**config.mk**
```make
export PLATFORM = sky130hd
export DESIGN_NAME = spiApb
export DESIGN_NICKNAME = d
export VERILOG_FILES = /design/src/spiRegPkg.sv /design/src/spiXferPkg.sv /design/src/spiApbRegs.sv /design/src/spiFifo.sv /design/src/spiClockGen.sv /design/src/spiXferEngine.sv /design/src/spiApb.sv
export SDC_FILE = /design/constraint.sdc
export NUM_CORES = 1
export LEC_CHECK = 0
export ABC_AREA = 0
export BUFFER_PORTS_ARGS = -buffer_cell sky130_fd_sc_hd__buf_4
export CAP_MARGIN = 20
export CORE_AREA = 2 2 180 138
export CTS_BUF_LIST = sky130_fd_sc_hd__clkbuf_4
export CTS_CLUSTER_SIZE = 28
export DETAILED_ROUTE_END_ITERATION = 6
export DIE_AREA = 0 0 182 140
export PLACE_DENSITY = 0.73
export SYNTH_ARGS = -nofsm -noshare
export SYNTH_HDL_FRONTEND = slang
export SYNTH_HIERARCHICAL = 1
export SYNTH_SLANG_ARGS = --single-unit
export TNS_END_PERCENT = 50
```
**constraint.sdc**
```tcl
create_clock -name PCLK -period 5 [get_ports PCLK]
set_clock_uncertainty 0.1 [all_clocks]
set_input_delay 0.25 -clock PCLK [delete_from_list [all_inputs] [get_ports PCLK]]
set_output_delay 0.25 -clock PCLK [all_outputs]
set_load 0.02 [all_outputs]
```
**src/spiRegPkg.sv**
```systemverilog
// Register map of the SPI controller. All accesses are full 32-bit words,
// and the byte address is decoded on word boundaries only

package spiRegPkg;

    ///////////////////////////////////////////////////////////////////////
    // Field widths and reset values
    ///////////////////////////////////////////////////////////////////////

    localparam int SCKDIV_W = 12;
    localparam int CS_W     = 4;
    localparam int MARK_W   = 3;

    localparam logic [SCKDIV_W-1:0] SCKDIV_RST = SCKDIV_W'(3);
    localparam logic [CS_W-1:0]     CSDEF_RST  = '1;

    ///////////////////////////////////////////////////////////////////////
    // Word addresses
    ///////////////////////////////////////////////////////////////////////

    typedef enum logic [7:0] {
        SCKDIV  = 8'h00,
        SCKMODE = 8'h04,
        CSID    = 8'h10,
        CSDEF   = 8'h14,
        CSMODE  = 8'h18,
        TXDATA  = 8'h48,
        RXDATA  = 8'h4C,
        TXMARK  = 8'h50,
        RXMARK  = 8'h54,
        IE      = 8'h70,
        IP      = 8'h74
    } regAddrE;

    // Hold chip-select mode behaves exactly like auto
    typedef enum logic [1:0] {
        AUTO = 2'd0,
        HOLD = 2'd2,
        OFF  = 2'd3
    } csModeE;

endpackage

```
**src/spiXferPkg.sv**
```systemverilog
// Transfer-side types shared by the register block, FIFOs and engine.
// Frames are fixed at 8 bits, MSB first

package spiXferPkg;

    localparam int FRAME_W = 8;
    // Depth is 2**FIFO_AW entries
    localparam int FIFO_AW = 3;

    // Frame sequence with one state change per divider tick
    typedef enum logic [2:0] {
        IDLE,
        LEAD,
        ACTIVE0,
        ACTIVE1,
        TRAIL
    } xferStateE;

    // Live configuration driven out of the register block
    typedef struct packed {
        logic [spiRegPkg::SCKDIV_W-1:0]        sckDiv;
        logic [1:0]                            sckMode;  // bit 1 polarity, bit 0 phase
        logic [$clog2(spiRegPkg::CS_W)-1:0]    csId;
        logic [spiRegPkg::CS_W-1:0]            csDef;
        spiRegPkg::csModeE                     csMode;
    } spiCfgS;

    // Occupancy report of one FIFO
    typedef struct packed {
        logic             full;
        logic             empty;
        logic [FIFO_AW:0] count;  // 0 to depth
    } fifoStatS;

endpackage

```
**src/spiApbRegs.sv**
```systemverilog
// APB slave with no wait states. A TXDATA write while the TX FIFO is full is dropped,
// and an RXDATA read pops only if the returned word showed data present

`timescale 1ns/1ps

module spiApbRegs (
    input  logic                        PCLK,
    input  logic                        PRESETn,
    input  logic                        PSEL,
    input  logic                        PENABLE,
    input  logic                        PWRITE,
    input  logic [7:0]                  PADDR,
    input  logic [31:0]                 PWDATA,
    input  spiXferPkg::fifoStatS        txStat,
    input  spiXferPkg::fifoStatS        rxStat,
    input  logic [spiXferPkg::FRAME_W-1:0] rxHead,
    output logic [31:0]                 PRDATA,
    output spiXferPkg::spiCfgS          cfg,
    output logic                        txPush,
    output logic [spiXferPkg::FRAME_W-1:0] txPushData,
    output logic                        rxPop,
    output logic                        SPIIntr
);
    import spiRegPkg::*;

    regAddrE             regAddr;
    logic                wrAccess;
    logic                rdAccess;
    logic [MARK_W-1:0]   txMark;
    logic [MARK_W-1:0]   rxMark;
    logic [1:0]          intrEn;
    logic                txPend;
    logic                rxPend;

    assign regAddr  = regAddrE'({PADDR[7:2], 2'b00});
    assign wrAccess = PSEL & PENABLE & PWRITE;
    assign rdAccess = PSEL & PENABLE & ~PWRITE;

    // PRDATA[8] holds the empty flag captured for this read
    assign txPush     = wrAccess & (regAddr == TXDATA) & ~txStat.full;
    assign txPushData = PWDATA[7:0];
    assign rxPop      = rdAccess & (regAddr == RXDATA) & ~PRDATA[8];

    ///////////////////////////////////////////////////////////////////////
    // Control registers and watermark pending bits
    ///////////////////////////////////////////////////////////////////////

    always_ff @(posedge PCLK or negedge PRESETn) begin
        if (!PRESETn) begin
            cfg.sckDiv  <= SCKDIV_RST;
            cfg.sckMode <= '0;
            cfg.csId    <= '0;
            cfg.csDef   <= CSDEF_RST;
            cfg.csMode  <= AUTO;
            txMark      <= '0;
            rxMark      <= '0;
            intrEn      <= '0;
            txPend      <= 1'b0;
            rxPend      <= 1'b0;
        end else begin
            if (wrAccess) begin
                case (regAddr)
                    SCKDIV:  cfg.sckDiv  <= PWDATA[SCKDIV_W-1:0];
                    SCKMODE: cfg.sckMode <= PWDATA[1:0];
                    CSID:    cfg.csId    <= PWDATA[$bits(cfg.csId)-1:0];
                    CSDEF:   cfg.csDef   <= PWDATA[CS_W-1:0];
                    CSMODE:  cfg.csMode  <= csModeE'(PWDATA[1:0]);
                    TXMARK:  txMark      <= PWDATA[MARK_W-1:0];
                    RXMARK:  rxMark      <= PWDATA[MARK_W-1:0];
                    IE:      intrEn      <= PWDATA[1:0];
                    default: ;
                endcase
            end
            // Pending follows the counts one cycle behind
            txPend <= txStat.count < {1'b0, txMark};
            rxPend <= rxStat.count > {1'b0, rxMark};
        end
    end

    // Read mux reloaded every cycle from the current address
    always_ff @(posedge PCLK or negedge PRESETn) begin
        if (!PRESETn) begin
            PRDATA <= '0;
        end else begin
            case (regAddr)
                SCKDIV:  PRDATA <= 32'(cfg.sckDiv);
                SCKMODE: PRDATA <= 32'(cfg.sckMode);
                CSID:    PRDATA <= 32'(cfg.csId);
                CSDEF:   PRDATA <= 32'(cfg.csDef);
                CSMODE:  PRDATA <= 32'(cfg.csMode);
                TXDATA:  PRDATA <= 32'({txStat.full, 8'h00});
                RXDATA:  PRDATA <= 32'({rxStat.empty, rxHead});
                TXMARK:  PRDATA <= 32'(txMark);
                RXMARK:  PRDATA <= 32'(rxMark);
                IE:      PRDATA <= 32'(intrEn);
                IP:      PRDATA <= 32'({rxPend, txPend});
                default: PRDATA <= '0;
            endcase
        end
    end

    assign SPIIntr = |({rxPend, txPend} & intrEn);

endmodule

```
**src/spiFifo.sv**
```systemverilog
// Single-clock FIFO. Push when full and pop when empty are ignored;
// the head entry is visible without a pop

`timescale 1ns/1ps

module spiFifo (
    input  logic                           PCLK,
    input  logic                           PRESETn,
    input  logic                           push,
    input  logic                           pop,
    input  logic [spiXferPkg::FRAME_W-1:0] pushData,
    output logic [spiXferPkg::FRAME_W-1:0] popData,
    output spiXferPkg::fifoStatS           stat
);
    import spiXferPkg::*;

    logic [FRAME_W-1:0] mem [2**FIFO_AW];
    // Extra top bit tells full from empty when the addresses match
    logic [FIFO_AW:0]   wrPtr;
    logic [FIFO_AW:0]   rdPtr;
    logic               doPush;
    logic               doPop;

    assign doPush = push & ~stat.full;
    assign doPop  = pop & ~stat.empty;

    always_ff @(posedge PCLK) begin
        if (doPush) begin
            mem[wrPtr[FIFO_AW-1:0]] <= pushData;
        end
    end

    always_ff @(posedge PCLK or negedge PRESETn) begin
        if (!PRESETn) begin
            wrPtr <= '0;
            rdPtr <= '0;
        end else begin
            if (doPush) wrPtr <= wrPtr + 1'b1;
            if (doPop)  rdPtr <= rdPtr + 1'b1;
        end
    end

    assign popData    = mem[rdPtr[FIFO_AW-1:0]];
    assign stat.count = wrPtr - rdPtr;
    assign stat.empty = (wrPtr == rdPtr);
    assign stat.full  = (wrPtr == {~rdPtr[FIFO_AW], rdPtr[FIFO_AW-1:0]});

endmodule

```
**src/spiClockGen.sv**
```systemverilog
// Serial clock divider. One Sck half-period is sckDiv+1 PCLK cycles;
// a lowered sckDiv takes effect at once

`timescale 1ns/1ps

module spiClockGen (
    input  logic               PCLK,
    input  logic               PRESETn,
    input  spiXferPkg::spiCfgS cfg,
    output logic               sckTick
);
    import spiRegPkg::*;

    logic [SCKDIV_W-1:0] divCnt;

    // Terminal count that also catches a divider just lowered
    assign sckTick = (divCnt >= cfg.sckDiv);

    always_ff @(posedge PCLK or negedge PRESETn) begin
        if (!PRESETn) begin
            divCnt <= '0;
        end else if (sckTick) begin
            divCnt <= '0;
        end else begin
            divCnt <= divCnt + 1'b1;
        end
    end

endmodule

```
**src/spiXferEngine.sv**
```systemverilog
// Each byte is framed by one lead tick, eight bit periods and one trail tick.
// A received byte is dropped when the RX FIFO is full; nothing stalls

`timescale 1ns/1ps

module spiXferEngine (
    input  logic                           PCLK,
    input  logic                           PRESETn,
    input  logic                           sckTick,
    input  spiXferPkg::spiCfgS             cfg,
    input  spiXferPkg::fifoStatS           txStat,
    input  logic [spiXferPkg::FRAME_W-1:0] txHead,
    input  logic                           SPIIn,
    output logic                           txPop,
    output logic                           rxPush,
    output logic [spiXferPkg::FRAME_W-1:0] rxData,
    output logic                           SPIOut,
    output logic                           Sck,
    output logic [spiRegPkg::CS_W-1:0]     SPICS
);
    import spiRegPkg::*;
    import spiXferPkg::*;

    localparam int BIT_W = $clog2(FRAME_W);

    xferStateE          state;
    logic [BIT_W-1:0]   bitCnt;
    logic [FRAME_W-1:0] txShift;
    logic [FRAME_W-1:0] rxShift;
    logic               pha;
    logic               lastBit;
    logic               shiftEn;
    logic               sampleEn;

    assign pha     = cfg.sckMode[0];
    assign lastBit = (bitCnt == BIT_W'(FRAME_W - 1));
    assign txPop   = sckTick & (state == IDLE) & ~txStat.empty;

    // Phase 1 holds the MSB through the first bit period
    assign shiftEn  = sckTick & (pha ? (state == ACTIVE0) & (bitCnt != '0)
                                     : (state == ACTIVE1) & ~lastBit);
    assign sampleEn = sckTick & (pha ? (state == ACTIVE1) : (state == ACTIVE0));

    ///////////////////////////////////////////////////////////////////////
    // Frame sequencing
    ///////////////////////////////////////////////////////////////////////

    always_ff @(posedge PCLK or negedge PRESETn) begin
        if (!PRESETn) begin
            state  <= IDLE;
            bitCnt <= '0;
            rxPush <= 1'b0;
        end else begin
            // Fires in the first TRAIL cycle, after the last sample landed
            rxPush <= sckTick & (state == ACTIVE1) & lastBit;
            if (sckTick) begin
                case (state)
                    IDLE: if (!txStat.empty) state <= LEAD;
                    LEAD: begin
                        state  <= ACTIVE0;
                        bitCnt <= '0;
                    end
                    ACTIVE0: state <= ACTIVE1;
                    ACTIVE1: begin
                        if (lastBit) begin
                            state <= TRAIL;
                        end else begin
                            state  <= ACTIVE0;
                            bitCnt <= bitCnt + 1'b1;
                        end
                    end
                    TRAIL:   state <= IDLE;
                    default: state <= IDLE;
                endcase
            end
        end
    end

    always_ff @(posedge PCLK or negedge PRESETn) begin
        if (!PRESETn) begin
            txShift <= '0;
        end else if (txPop) begin
            txShift <= txHead;
        end else if (shiftEn) begin
            txShift <= {txShift[FRAME_W-2:0], 1'b0};
        end
    end

    always_ff @(posedge PCLK) begin
        if (sampleEn) begin
            rxShift <= {rxShift[FRAME_W-2:0], SPIIn};
        end
    end

    assign rxData = rxShift;
    assign SPIOut = txShift[FRAME_W-1];
    assign Sck    = cfg.sckMode[1] ^ (state == ACTIVE1);

    // Selected pin flips away from its default for the whole frame
    always_comb begin
        SPICS = cfg.csDef;
        if ((state != IDLE) && (cfg.csMode != OFF)) begin
            SPICS[cfg.csId] = ~cfg.csDef[cfg.csId];
        end
    end

endmodule

```
**src/spiApb.sv**
```systemverilog
// SPI controller on APB. PREADY is always high; accesses are 32-bit words.
// Loopback, if wanted, is wired outside between SPIOut and SPIIn

`timescale 1ns/1ps

module spiApb (
    input  logic                       PCLK,
    input  logic                       PRESETn,
    input  logic                       PSEL,
    input  logic                       PENABLE,
    input  logic                       PWRITE,
    input  logic [7:0]                 PADDR,
    input  logic [31:0]                PWDATA,
    output logic [31:0]                PRDATA,
    output logic                       PREADY,
    output logic                       SPIOut,
    input  logic                       SPIIn,
    output logic                       Sck,
    output logic [spiRegPkg::CS_W-1:0] SPICS,
    output logic                       SPIIntr
);
    import spiXferPkg::*;

    spiCfgS             cfg;
    fifoStatS           txStat;
    fifoStatS           rxStat;
    logic               txPush;
    logic               txPop;
    logic               rxPush;
    logic               rxPop;
    logic [FRAME_W-1:0] txPushData;
    logic [FRAME_W-1:0] txHead;
    logic [FRAME_W-1:0] rxData;
    logic [FRAME_W-1:0] rxHead;
    logic               sckTick;

    assign PREADY = 1'b1;

    spiApbRegs u_regs (
        .PCLK(PCLK), .PRESETn(PRESETn), .PSEL(PSEL), .PENABLE(PENABLE),
        .PWRITE(PWRITE), .PADDR(PADDR), .PWDATA(PWDATA),
        .txStat(txStat), .rxStat(rxStat), .rxHead(rxHead),
        .PRDATA(PRDATA), .cfg(cfg), .txPush(txPush), .txPushData(txPushData),
        .rxPop(rxPop), .SPIIntr(SPIIntr)
    );

    spiFifo txFifo (
        .PCLK(PCLK), .PRESETn(PRESETn), .push(txPush), .pop(txPop),
        .pushData(txPushData), .popData(txHead), .stat(txStat)
    );

    spiFifo rxFifo (
        .PCLK(PCLK), .PRESETn(PRESETn), .push(rxPush), .pop(rxPop),
        .pushData(rxData), .popData(rxHead), .stat(rxStat)
    );

    spiClockGen u_clkGen (
        .PCLK(PCLK), .PRESETn(PRESETn), .cfg(cfg), .sckTick(sckTick)
    );

    spiXferEngine u_engine (
        .PCLK(PCLK), .PRESETn(PRESETn), .sckTick(sckTick), .cfg(cfg),
        .txStat(txStat), .txHead(txHead), .SPIIn(SPIIn),
        .txPop(txPop), .rxPush(rxPush), .rxData(rxData),
        .SPIOut(SPIOut), .Sck(Sck), .SPICS(SPICS)
    );

endmodule

```
Word level (Yosys, flattened, before mapping)

Memory sizes are Yosys's and may differ from the RTL's.
Index checks and enable logic that the tools add are counted.

Register bits after elaboration: 95
Bits in writable memories: 128
Input port bits: 46
Memories: 2

Memory list:

| name       | words | bits a word | rd ports | clocked after Yosys merged registers in | write ports | line          | RTL |
|---|---|---|---|---|---|---|---|
| rxFifo.mem | 8     | 8           | 1        | 0                                       | 1           | spiFifo.sv:17 | `logic [FRAME_W-1:0] mem [2**FIFO_AW];` |
| txFifo.mem | 8     | 8           | 1        | 0                                       | 1           | spiFifo.sv:17 |  |

Add/sub/neg operators: 8
$lt $le $gt $ge: 5
Eq/ne operators: 21
Muxes and demuxes: 21
Bitwise operators: 31
Reduce and logical (&&, ||, !) cells: 19

Operator list:

| cell                                                | count |
|---|---|
| one-hot mux 12 bit (11 select lines)                | 1 |
| equality test 6 x 5 -> 1 bit, second input constant | 6 |
| bitwise AND 1 bit                                   | 19 |
| equality test 6 x 3 -> 1 bit, second input constant | 3 |
| AND reduction 2 bit                                 | 9 |
| adder 4 x 1 -> 4 bit, second input constant         | 4 |
| equality test 4 bit                                 | 4 |
| 2-to-1 mux 8 bit                                    | 2 |
| adder 12 x 1 -> 12 bit, second input constant       | 1 |
| >= comparator 12 bit                                | 1 |
| 2-to-1 mux 12 bit                                   | 1 |
| one-hot mux 3 bit (4 select lines)                  | 1 |
| inverter 1 bit                                      | 10 |
| 2-to-1 mux 3 bit                                    | 3 |
| logical NOT 8 bit                                   | 1 |
| 2-to-1 mux 1 bit                                    | 8 |
| subtractor 4 bit                                    | 2 |
| equality test 3 x 2 -> 1 bit, second input constant | 2 |
| equality test 6 x 1 -> 1 bit, second input constant | 1 |
| inequality test 2 bit, second input constant        | 3 |
| one-hot mux 3 bit (2 select lines)                  | 1 |
| nonzero test 3 bit                                  | 2 |
| bitwise mux 4 bit                                   | 1 |
| greater-than comparator 4 x 3 -> 1 bit              | 1 |
| 16 further kinds                                    | 18 |

Logic depth before layout (Yosys ltp)

Depth in word-level cells: 7
Gate-level depth with buffers: 14
Mapped depth without buffers: 11

Hierarchy

The synthesis kept the hierarchy.

By module, submodules not included:

| module        | instances | cells an instance | area an instance (µm²) | seq. area each (µm²) |
|---|---|---|---|---|
| spiFifo       | 2         | 167               | 2,990.4                | 2,122.0 |
| spiApbRegs    | 1         | 195               | 2,337.2                | 1,108.6 |
| spiXferEngine | 1         | 107               | 1,188.6                | 615.6 |
| spiClockGen   | 1         | 98                | 939.7                  | 300.3 |
| spiApb        | 1         | 2                 | 11.3                   | 0.0 |

Least setup slack after synthesis

OpenSTA, ideal clock, no wires.

Kind: register -> register
Start: register txFifo.rdPtr[1]
End: memory txFifo.mem[0][0] (enable)
Library setup time: 0.395 ns
Arrival: 3.016 ns
Required time: 4.505 ns
Slack: 1.489 ns
Stages on the path, launching flop included: 10
Period minus slack after synthesis: 3.511 ns
Path through: dfrtp_1 buf_2 buf_2 inv_1 ha_1 nand3_1 nor2_1 nor4_1 o21ai_4 nor4_1

RTL lines:

| item                     | line          | RTL |
|---|---|---|
| start: declaration       | spiFifo.sv:20 | `logic [FIFO_AW:0] rdPtr;` |
| start signal: assignment | spiFifo.sv:39 | `if (doPop) rdPtr <= rdPtr + 1'b1;` |
| end: declaration         | spiFifo.sv:17 |  |

==> reports/results.txt <==
Post-Place Cells = 1063
Routed wire per std cell = 17.7 um
CP max FO = 10
WP data required = 5.13 ns
Non-Filler Instances = 1189
IO buf count = 42
Layout area overhead = 14.6%
Cell Area, Synth = 10500 um2
sinks on the clock net = 223
drt via density = 5.23
Worst-Skew Late Latency = 0.65 ns
Max VDD drop = 141 uV
setup TNS = 0 ns
CP Data Arrival Time = 3.83 ns
Final period util = 0.740
DP Area = 10900 um2
power per cell area = 377 nW/um2
Post-DRT Antenna Nets = 0
TritonCTS Buffers = 53
TritonCTS clock tree = built
Worst-Margin Slew = 1.03 ns
count of pins over their slew limit = 0
Detailed Routing Iterations Pass 1 = 4
io pins = 86
NumNets Final = 919
Tmin final = 3.70 ns
Iter 0 DRT Violations = 523
crit end category = flop
RD Place Congestion = 0.819
# H-tree levels = 2
die width = 182 um
R2R Setup Slk = 1.30 ns
Achievable Freq = 270 MHz
DIE AREA = 25500 um2
clock root buffer = clkbuf_4
gr usage total = 0.169
Initial Util = 0.442
Leakage = 4.83 nW
cells after synthesis = 735
first-pass GRT wire length = 33500 um
Critical Path Source Type = flop
Placement Rows = 49
worst min-delay path category = in2async
via count = 6214
layout cells sized above 1 = 0.282
Setup Crit Path Kind = reg2reg
DRC = 0
post-layout instance area = 12000 um2
mean area per synthesized cell = 14.2 um2
clk buf depth = 3
status = finished clean
RSZ-0062 raised after global routing = no
number of global-route vias before repair = 6211
Yosys Warn Count = 6
WL final = 21000 um
Max-slew headroom = 0.309
max-capacitance violation count = 0
Final Hold Fails = 0
Post-CTS Setup Bufs = 0
DP HPWL = 14000 um
core box area = 23700 um2
Die H = 140 um
initial antenna violation count = 1
grt total ovfl = 0
Reg clk slew, reported paths = 0.07 ns
R2R depth = 7
final setup vio count = 0
largest net degree at the start of global routing = 57
[per-stage QoR]
| step | util | hold slack (ns) | worst slack (ns) | total power, W |
|---|---|---|---|---|
| 3_5_place_dp | 0.462 | 0.114 | 1.42 | 0.00296 |
| 3_3_place_gp | 0.462 | 0.111 | 1.53 | 0.00294 |
| 5_1_grt | 0.506 | 0.0311 | 1.07 | 0.00476 |
| 4_1_cts | 0.506 | 0.0138 | 1.38 | 0.00457 |
| 6_report | 0.506 | 0.0560 | 1.30 | 0.00451 |
| 2_1_floorplan | - | -0.146 | 1.49 | 0.00279 |
[path summary, 6_finish.rpt]
path                                      start            endpoint
worst max-delay path            txFifo/rdPtr[2]    txFifo/mem[5][6]
worst min-delay path                    PRESETn       u_regs/cfg[2]
worst max register to register  txFifo/rdPtr[2]    txFifo/mem[5][6]
worst min register to register   u_regs/cfg[21]   u_regs/PRDATA[11]
max in group asynchronous               PRESETn  u_clkGen/divCnt[9]
min in group PCLK                       PENABLE       u_regs/cfg[5]
[cells in the final DEF (no fill, tap or decap), types with 14 or more instances in the layout]
cell type,instances
buf_4,57
clkbuf_4,87
conb_1,21
dfrtp_1,81
dlygate4sd3_1,27
edfxtp_1,136
ha_1,31
inv_1,41
mux2_2,19
mux2_4,14
mux4_2,30
nand2_1,77
nand3_1,24
nor2_1,27
nor3_1,16
xnor2_1,22
[layout make-up]
type                            count  area (um2)
Fill cell                        1994       11700
Sequential cell                   223        6270
Multi-Input combinational cell    434        3700
Timing Repair Buffer               85         718
Clock buffer                       87         653
Tap cell                          306         383
Inverter                           43         161
Clock inverter                     10        90.1
Antenna cell                        1        2.50
[what timing repair did]
action,4_1_cts,5_1_grt
gates resized for setup,0,0
hold buffers,28,0
endpoints found under the hold margin,135,0
[state kept, by name (all words and copies together), names as in the netlist]
register and cells:
u_engine/rxData 8, rxFifo/wrPtr 4, u_engine/bitCnt 3, u_regs/PRDATA 12
u_clkGen/divCnt 12, u_engine/rxPush 1, txFifo/rdPtr 4, u_regs/cfg 22
rxFifo/mem 64, u_regs/intrEn 2, rxFifo/rdPtr 4, u_engine/txShift 8
u_regs/rxMark 3, u_regs/rxPend 1, txFifo/wrPtr 4, txFifo/mem 64
u_regs/txPend 1, u_regs/txMark 3, u_engine/state 3
[power breakdown]
group          switching [W]  internal [W]
Clock               0.000689      0.000886
Sequential          0.000152       0.00216
Combinational       0.000367      0.000253
[metal layers]
| metal | global-route usage | up-vias | share of wire |
|---|---|---|---|
| li1 | - | 2892 | - |
| met3 | 0.0374 | 34 | 0.067 |
| met4 | 0.0484 | 0 | 0.016 |
| met1 | 0.255 | 3077 | 0.48 |
| met5 | 0 | - | 0 |
| met2 | 0.245 | 211 | 0.43 |
[critical path, cell delays in order, from the launching register on]
cell      delay (ns)
dfrtp_1         0.54
inv_2           0.19
ha_1            0.36
nand3_1         0.25
nor2_1          0.12
nor4_1          0.71
o211ai_2        0.25
nor2_1          0.74
(Power assumes the default switching activity.)
